===== config.mk =====
export PLATFORM = sky130hd
export DESIGN_NAME = uartIo
export DESIGN_NICKNAME = d
export VERILOG_FILES = /design/src/uartPkg.sv /design/src/baudTimer.sv /design/src/uartIo.sv /design/src/uartRx.sv /design/src/uartTx.sv
export SDC_FILE = /design/constraint.sdc
export NUM_CORES = 1
export LEC_CHECK = 0
export BUFFER_PORTS_ARGS = -buffer_cell sky130_fd_sc_hd__buf_2
export CORE_MARGIN = 2
export CORE_UTILIZATION = 40
export CTS_CLUSTER_DIAMETER = 30
export DETAILED_ROUTE_END_ITERATION = 10
export SLEW_MARGIN = 25
export SYNTH_ARGS = -nofsm -noshare
export SYNTH_HDL_FRONTEND = slang
export SYNTH_SLANG_ARGS = --single-unit

===== constraint.sdc =====
create_clock -name clk -period 3.64 [get_ports clk]
set_input_delay 0.182 -clock clk [delete_from_list [all_inputs] [get_ports clk]]
set_output_delay 0.182 -clock clk [all_outputs]
set_load 0.02 [all_outputs]

===== src/uartPkg.sv =====
/*
 * Shared definitions for the word-level UART.
 * Holds the receive and transmit state encodings and the 8N1 frame
 * constants. Modules import it inside their body and use scoped names
 * for port widths.
 */

package uartPkg;

	// data bits per frame, sent lsb first
	localparam int dataBits = 8;

	// index of the flag bit in a 16-bit status word
	localparam int statusBit = 15;

	// receiver FSM
	// idle waits for a falling edge, start checks the start bit midpoint,
	// data collects the byte, stop checks the stop bit and commits
	typedef enum logic [1:0] {
		rxIdle,
		rxStart,
		rxData,
		rxStop
	} rxState;

	// transmitter FSM
	// one state per part of the frame, idle keeps the line high
	typedef enum logic [1:0] {
		txIdle,
		txStart,
		txData,
		txStop
	} txState;

endpackage


===== src/baudTimer.sv =====
/*
 * Bit-period counter for the UART.
 * A restart zeroes the count. While run is high it counts through one bit
 * period of clksPerBit clocks and strobes at the middle and at the end.
 */

`timescale 1ns/1ps

module baudTimer #(
	parameter int clksPerBit = 217
) (
	input  logic clk,
	input  logic arstN,
	input  logic run,
	input  logic restart,
	output logic midBit,
	output logic endBit
);

	localparam int cntW = $clog2(clksPerBit);
	localparam logic [cntW-1:0] midCount = cntW'(clksPerBit / 2);
	localparam logic [cntW-1:0] lastCount = cntW'(clksPerBit - 1);

	logic [cntW-1:0] count;

	always_ff @(posedge clk or negedge arstN) begin
		if (!arstN) begin
			count <= '0;
		end else if (restart) begin
			count <= '0;
		end else if (run) begin
			// wrap on the last clock of the bit
			if (count == lastCount) begin
				count <= '0;
			end else begin
				count <= count + 1'b1;
			end
		end
	end

	// strobes only while the owner is in a frame
	assign midBit = run && (count == midCount);
	assign endBit = run && (count == lastCount);

endmodule


===== src/uartIo.sv =====
/*
 * Top level of the word-level UART.
 * Joins the receiver and the transmitter and hands both the same
 * bit period. Software reads rxWord and txWord as 16-bit status words.
 */

`timescale 1ns/1ps

module uartIo #(
	// 217 gives 115200 baud from 25 MHz
	parameter int clksPerBit = 217
) (
	input  logic clk,
	input  logic arstN,
	input  logic rxLine,
	input  logic rxClear,
	output logic [uartPkg::statusBit:0] rxWord,
	input  logic txLoad,
	input  logic [7:0] txByte,
	output logic txLine,
	output logic [uartPkg::statusBit:0] txWord
);

	// receive path, serial in to status word
	uartRx #(
		.clksPerBit(clksPerBit)
	) uartRx_inst (
		.clk(clk),
		.arstN(arstN),
		.rxLine(rxLine),
		.rxClear(rxClear),
		.rxWord(rxWord)
	);

	// transmit path, byte in to serial out
	uartTx #(
		.clksPerBit(clksPerBit)
	) uartTx_inst (
		.clk(clk),
		.arstN(arstN),
		.txLoad(txLoad),
		.txByte(txByte),
		.txLine(txLine),
		.txWord(txWord)
	);

endmodule


===== src/uartRx.sv =====
/*
 * UART receiver with a 16-bit status word.
 * rxClear empties the word and sets the flag bit, meaning ready with no byte.
 * A received 8N1 byte shows up in bits 7..0 with the flag at 0 and stays
 * until the next byte or the next clear.
 */

`timescale 1ns/1ps

module uartRx #(
	parameter int clksPerBit = 217
) (
	input  logic clk,
	input  logic arstN,
	input  logic rxLine,
	input  logic rxClear,
	output logic [uartPkg::statusBit:0] rxWord
);

	import uartPkg::*;

	// bit index counts samples taken, so it must reach dataBits
	localparam int idxW = $clog2(dataBits + 1);
	localparam logic [statusBit:0] emptyWord = {1'b1, {statusBit{1'b0}}};

	rxState state;
	logic rxMeta;
	logic rxSync;
	logic [idxW-1:0] bitIdx;
	logic [dataBits-1:0] shiftReg;
	logic timerRun;
	logic timerRestart;
	logic midBit;
	logic endBit;
	logic byteDone;

	// two-flop synchronizer, idles high like the line
	always_ff @(posedge clk or negedge arstN) begin
		if (!arstN) begin
			rxMeta <= 1'b1;
			rxSync <= 1'b1;
		end else begin
			rxMeta <= rxLine;
			rxSync <= rxMeta;
		end
	end

	// timer runs for the whole frame and restarts on the falling edge
	assign timerRun = (state != rxIdle);
	assign timerRestart = (state == rxIdle) && !rxSync;

	baudTimer #(
		.clksPerBit(clksPerBit)
	) baudTimer_inst (
		.clk(clk),
		.arstN(arstN),
		.run(timerRun),
		.restart(timerRestart),
		.midBit(midBit),
		.endBit(endBit)
	);

	// valid stop bit at its midpoint
	assign byteDone = (state == rxStop) && midBit && rxSync;

	always_ff @(posedge clk or negedge arstN) begin
		if (!arstN) begin
			state <= rxIdle;
			bitIdx <= '0;
		end else begin
			unique case (state)
				rxIdle: begin
					bitIdx <= '0;
					if (!rxSync) state <= rxStart;
				end
				rxStart: begin
					// line back high at midpoint means a glitch
					if (midBit) state <= rxSync ? rxIdle : rxData;
				end
				rxData: begin
					if (midBit) bitIdx <= bitIdx + 1'b1;
					// first endBit here closes the start bit, index still 0
					if (endBit && bitIdx == idxW'(dataBits)) state <= rxStop;
				end
				rxStop: begin
					// leave at midpoint so the next falling edge is caught
					if (midBit) state <= rxIdle;
				end
			endcase
		end
	end

	// data bits enter at the top, lsb ends up in bit 0
	always_ff @(posedge clk) begin
		if (state == rxData && midBit) begin
			shiftReg <= {rxSync, shiftReg[dataBits-1:1]};
		end
	end

	// a completed byte beats a clear in the same cycle
	always_ff @(posedge clk or negedge arstN) begin
		if (!arstN) begin
			rxWord <= emptyWord;
		end else if (byteDone) begin
			rxWord <= {1'b0, {(statusBit - dataBits){1'b0}}, shiftReg};
		end else if (rxClear) begin
			rxWord <= emptyWord;
		end
	end

endmodule


===== src/uartTx.sv =====
/*
 * UART transmitter with a 16-bit status word.
 * A txLoad strobe while idle sends txByte as one 8N1 frame. Bit 15 of txWord
 * is high while the frame is on the line, bits 7..0 hold the last loaded byte.
 * Loads during a frame are dropped.
 */

`timescale 1ns/1ps

module uartTx #(
	parameter int clksPerBit = 217
) (
	input  logic clk,
	input  logic arstN,
	input  logic txLoad,
	input  logic [7:0] txByte,
	output logic txLine,
	output logic [uartPkg::statusBit:0] txWord
);

	import uartPkg::*;

	localparam int idxW = $clog2(dataBits);

	txState state;
	logic [idxW-1:0] bitIdx;
	logic [dataBits-1:0] shiftReg;
	logic [dataBits-1:0] txHold;
	logic accept;
	logic endBit;

	assign accept = txLoad && (state == txIdle);

	// transmitter only needs bit ends, the midpoint strobe is left open
	baudTimer #(
		.clksPerBit(clksPerBit)
	) baudTimer_inst (
		.clk(clk),
		.arstN(arstN),
		.run(state != txIdle),
		.restart(accept),
		.midBit(),
		.endBit(endBit)
	);

	// line is driven from a flop so it never glitches
	always_ff @(posedge clk or negedge arstN) begin
		if (!arstN) begin
			state <= txIdle;
			bitIdx <= '0;
			txLine <= 1'b1;
			txHold <= '0;
		end else begin
			unique case (state)
				txIdle: begin
					if (accept) begin
						txHold <= txByte;
						bitIdx <= '0;
						txLine <= 1'b0;
						state <= txStart;
					end
				end
				txStart: begin
					if (endBit) begin
						txLine <= shiftReg[0];
						state <= txData;
					end
				end
				txData: begin
					if (endBit) begin
						if (bitIdx == idxW'(dataBits - 1)) begin
							txLine <= 1'b1;
							state <= txStop;
						end else begin
							txLine <= shiftReg[0];
							bitIdx <= bitIdx + 1'b1;
						end
					end
				end
				txStop: begin
					// busy drops right after the last stop bit clock
					if (endBit) state <= txIdle;
				end
			endcase
		end
	end

	// shift out lsb first, bit 0 is always the next bit to send
	always_ff @(posedge clk) begin
		if (accept) begin
			shiftReg <= txByte;
		end else if (endBit && (state == txStart || state == txData)) begin
			shiftReg <= shiftReg >> 1;
		end
	end

	assign txWord = {state != txIdle, {(statusBit - dataBits){1'b0}}, txHold};

endmodule

== Yosys cells after proc, flatten, opt, wreduce, memory -nomap -nowiden ==
Index checks and enable logic that the tools add are counted.
Operators by class
  add/subtract/negate cells: 4
  $mul: 0
  div/mod/pow operators: 0
  magnitude comparators: 0
  equality and inequality tests: 22
  shift-type cells: 0
  muxes and demuxes: 33
  bitwise gates (word level): 0
  reductions and logical operators: 29
Operator list (number)
  8-bit 2-to-1 mux: 8
  16-bit 2-to-1 mux: 2
  2-bit 2-to-1 mux: 10
  2-bit by 1-bit != test with 1-bit output (second input constant): 9
  8-bit by 1-bit adder with 8-bit output (second input constant): 2
  8-bit equality test (second input constant): 2
  2-bit case mux with 4 select lines: 2
  2-bit nonzero test: 8
  4-bit AND reduction: 3
  1-bit logical AND: 10
  3-bit 2-to-1 mux: 3
  2-bit equality test (second input constant): 4
  8-bit by 7-bit equality test with 1-bit output (second input constant): 1
  4-bit case mux with 2 select lines: 1
  3-bit case mux with 2 select lines: 1
  5-bit AND reduction: 1
  4-bit by 1-bit adder with 4-bit output (second input constant): 1
  2-bit by 1-bit equality test with 1-bit output (second input constant): 2
  4-bit equality test (second input constant): 1
  2-bit zero test: 2
  1-bit 2-to-1 mux: 4
  4-bit 2-to-1 mux: 1
  2-bit != test (second input constant): 2
  2-bit AND reduction: 2
  other kinds (6): 6
Word-level totals
  register bits after elaboration: 70
  bits in latches: 0
  memory bits (writable): 0
  ROM bits: 0
  input port bits: 13
  output and inout bits: 33
  memories: 0

== Logic depth before layout (Yosys ltp) ==
  word-level depth: 5
  mapped depth: 8
  mapped depth without buffers: 6

== By module ==
From an unflattened synthesis, not the netlist that was laid out.
Second synthesis, totals
  cells, all modules: 287
  area total of the unflattened synthesis: 3155.5 um2
By module, submodules not included
  uartTx: times used 1, cells an instance 100, area an instance 1164.9 um2, sequential area each 591.8 um2
  uartRx: times used 1, cells an instance 89, area an instance 1052.3 um2, sequential area each 669.4 um2
  baudTimer: times used 2, cells an instance 49, area an instance 469.2 um2, sequential area each 200.2 um2

== Least setup slack after synthesis ==
No wires, ideal clock.
  path kind: flip-flop to flip-flop
  start: reg uartTx_inst.state[0]
  end: reg uartTx_inst.shiftReg[0] (enable)
  arrival time: 1548 ps
  path slack: 1789 ps
  cell stages (with the launch flop): 7
  path buffers: 2
  period minus slack after synthesis: 1851 ps
  path through: dfrtp_1 > inv_1 > ha_1 > buf_2 > nand2_1 > clkbuf_1 > nand2_1
On the way
  cells in the longest elaborated chain, start to end: 4
RTL lines
  start: declaration: line uartTx.sv:25  | txState state;
  start signal: assignment: line uartTx.sv:49  | state <= txIdle;
  start signal: assignment: line uartTx.sv:60  | state <= txStart;
  start signal: assignment: line uartTx.sv:66  | state <= txData;
  2-bit by 1-bit equality test with 1-bit output (tied with other cells): line uartTx.sv:92  | end else if (endBit && (state == txStart || state == txData)) begin
  1-bit logical OR or 1-bit logical AND (tied branches): line uartTx.sv:92, baudTimer.sv:43
  1-bit logical AND: line uartTx.sv:92
  2-bit nonzero test (no source line) *
  end signal: assignment: line uartTx.sv:91  | shiftReg <= txByte;
  end signal: assignment: line uartTx.sv:93  | shiftReg <= shiftReg >> 1;
  end: declaration: line uartTx.sv:27  | logic [dataBits-1:0] shiftReg;
Every way passes the cells marked *; elsewhere a longest branch is shown, timed or not.
A chain may end at the register's enable or synchronous reset.

== Final worst setup path ==
  start: reg uartTx_inst.state[1]
  end: reg uartTx_inst.state[0]
On the way
  cells in the longest elaborated chain, start to end: 4
RTL lines (line)
  2-bit zero test or 2-bit nonzero test (tied branches): uartTx.sv:32, uartTx.sv:54, uartTx.sv:40
  1-bit logical AND, on equally long branches: uartTx.sv:32, baudTimer.sv:43
  2-bit by 1-bit != test with 1-bit output (no source line)
  5-bit AND reduction (no source line)
Parallel ways exist; a longest one is shown, timed or not.

==> out/qor.yml <==
synth:
  synth_compound_area_frac: 0.0936
  synthFlopType: "dfrtp_1"
  syn_area_mm2: 0.00313
  synth_top_family_by_area: "simple AND/OR/NAND/NOR gates"
  synth_cells: 304
  ys_warn_count: 0
  synth_mux_area_frac: 0.0268
  async_flop_share: 0.746
  synth_fa_ha_area_frac: 0.0560
  synth_seq_cells: 63
  synth.distinct_cells: 52
  synth-simple-area-share: 0.220
  avgSynthCellArea_um2: 10.3
  synth_top_area_cell: "dfrtp_1"
  synth_xor_area_frac: 0.00560
  synth.top_cell.area_share: 0.344
  ys_seq_area_frac: 0.531
  synth_area_leaders: "dfrtp_1 (34%), edfxtp_1 (15%), nand2_1 (7.9%)"
  synth_edf_count: 16
critical_path:
  r2r_slack_ps: 1450
  r2r_end: "uartTx_inst.state[0]$_DFFE_PN0P_"
  rr_startpoint: "uartTx_inst.state[1]$_DFFE_PN0P_"
  arrival_ps: 2410
  critical_path.startpoint_type: "flip-flop"
  reg2reg_depth: 6
  end_kind: "flip-flop"
  path_max_fanout: 12
  critPathKind: "reg2reg"
  cp.required_ps: 3860
place:
  place_hpwl_um: 3960
  gp_congestion: 0.815
  io_buffers: 31
  placed_cells: 428
  dpl_worst_slack_ps: 1390
grt:
  grt_max_degree: 48
  grt_first_pass_wirelength_um: 9690
  antenna_found_initial: 0
  track_usage: 0.146
  grt_pass1_vias: 2077
  grt_overflow: 0
clocking:
  cts_inserted_buffers: 9
  clockRootBuffer: "clkbuf_8"
  clkLatencyLatePin_ps: 350
  ctsResizeCount: 0
  clk_path_buf_depth: 2
  htree_levels: 3
  cts.sinks: 63
  cts.clk_slew.worst_paths_ps: 80
  cts_tree: "built"
timing:
  hold_viol: 0
  fin_ws_ps: 1450
  holdWs_ps: 46.0
  max_slew_margin: 0.579
  fin_setup_tns_ps: 0
  setup-violations-final: 0
  grt_setup_unrepaired: "no"
  period_needed_ps: 2190
  post-route-period-util: 0.602
  skew_ps: 13.6
  max_slew.worst_pin.slew_ps: 630
  maxSlewViolCount: 0
  fmax_ghz: 0.457
worst_hold_path:
  hold_class: "in2reg"
  whs_endpoint: "uartTx_inst.txHold[5]$_DFFE_PN0P_"
  hold_depth: 3
  min_from: "txByte[5]"
layout:
  area_growth_pct: 14.2
  final_util: 0.467
  mostFrequentLayoutCells: "nand2_1 (66), dfrtp_1 (43), buf_2 (31)"
  layout-drive-gt1-share: 0.192
  layout_commonest_cell: "nand2_1"
  num-nets-final: 366
  instances_no_fill: 446
  antenna_cells: 0
power:
  cellPowerDensity_mw_per_mm2: 426
  vdd_drop_max_v: 0.000206
  leakagePower_nw: 1.65
floorplanning:
  io_pins: 46
  dieHeight_um: 92.5
  start_util: 0.409
  fp.dieW_um: 92.5
  num_rows: 32
  fp.dieArea_mm2: 0.00855
  core_mm2: 0.00765
detailed_routing:
  drt-initial-drc-count: 138
  dr.pass1.iters: 5
  ant_nets: 0
  viasPerCell: 4.88
  drcViolationCount: 0
  wl_per_cell_um: 12.9
  totalWireLength_um: 5740
  num_vias: 2176
flow_run:
  drv_cap: 0
run_status:
  status: "finished, final reports clean"
[metrics by stage]
step	instance area [um2]	power, mW
floorplan	3180	0.764
global placement	3310	0.772
detailed placement	3310	0.772
CTS	3570	1.55
global route	3570	1.58
finish	3570	1.52
[sequential cells by signal (all words and copies together) (netlist names), 3 cells and up, named ones only]
register                          flops
uartTx_inst.txHold                    8
uartTx_inst.bitIdx                    3
uartRx_inst.baudTimer_inst.count      8
uartRx_inst.bitIdx                    4
uartTx_inst.shiftReg                  8
uartTx_inst.baudTimer_inst.count      8
uartRx_inst.shiftReg                  8
uartRx_inst.rxWord                    9
[routing by layer]
metal  vias up  share of wire  GRT usage
met5         -              0          0
met4         0          0.022     0.0784
met3        11          0.043     0.0391
met2        65           0.48      0.235
met1      1010           0.46      0.179
li1       1090              -          -
[final cells by class]
class                   count  area [um2]
fillers                   755        4070
flip-flops and latches     63        1660
multi-input cells         219        1310
repair buffers             34         183
well taps                 102         128
clock inverters             7         125
clock buffers               9         124
inverters                  12        45.0
[kinds of logic after synthesis]
group,count (synthesis)
muxes,8
AOI/OAI and AO/OA,49
and+or+nand+nor,132
xor gates and xnor gates,2
other,1
buffers and inverters,35
DFF,63
adders and majority gates,14
[power breakdown]
| part | internal, mW | switching [mW] |
|---|---|---|
| Clock | 0.464 | 0.300 |
| Combinational | 0.00804 | 0.0266 |
| Sequential | 0.723 | 0.000799 |
| Total | 1.20 | 0.328 |
[cells in the mapped netlist, drive strengths merged (2+ instances only)]
cell type  count
or3            3
nand4b         3
nand2         66
clkbuf         5
o21a           2
edfxtp        16
ha            14
a21o           2
nor3           7
inv           12
and4           2
o31ai          2
nor2          12
nor4           3
mux2i          5
or2            2
dfstp          4
and2           4
nand2b        10
nand3         14
buf           18
dfrtp         43
a21oi          8
o21ai         25
mux2           3
[worst max-delay path by stage]
stage	slack [ps]	to	from
CTS	1380	uartTx_inst.shiftReg[1]$_DFFE_PP_	uartTx_inst.state[1]$_DFFE_PN0P_
finish	1450	uartTx_inst.state[0]$_DFFE_PN0P_	uartTx_inst.state[1]$_DFFE_PN0P_
floorplan	1790	uartTx_inst.shiftReg[0]$_DFFE_PP_	uartTx_inst.state[0]$_DFFE_PN0P_
global route	1240	uartTx_inst.shiftReg[3]$_DFFE_PP_	uartTx_inst.state[0]$_DFFE_PN0P_
detailed placement	1390	uartTx_inst.shiftReg[5]$_DFFE_PP_	uartTx_inst.state[0]$_DFFE_PN0P_
global placement	1510	uartTx_inst.shiftReg[4]$_DFFE_PP_	uartTx_inst.state[0]$_DFFE_PN0P_
[repair_timing]
action	in CTS	in global routing
endpoints found under the hold margin	44	0
hold buffers	2	0
buffers inserted	0	0
[worst max-delay path, stage by stage (launching register included)]
cell and delay (ps):
dfrtp_1 420, inv_1 130, ha_1 380, nor2b_1 580, nor4_1 130, o21a_1 230
o32a_1 190
(Power assumes the default switching activity.)
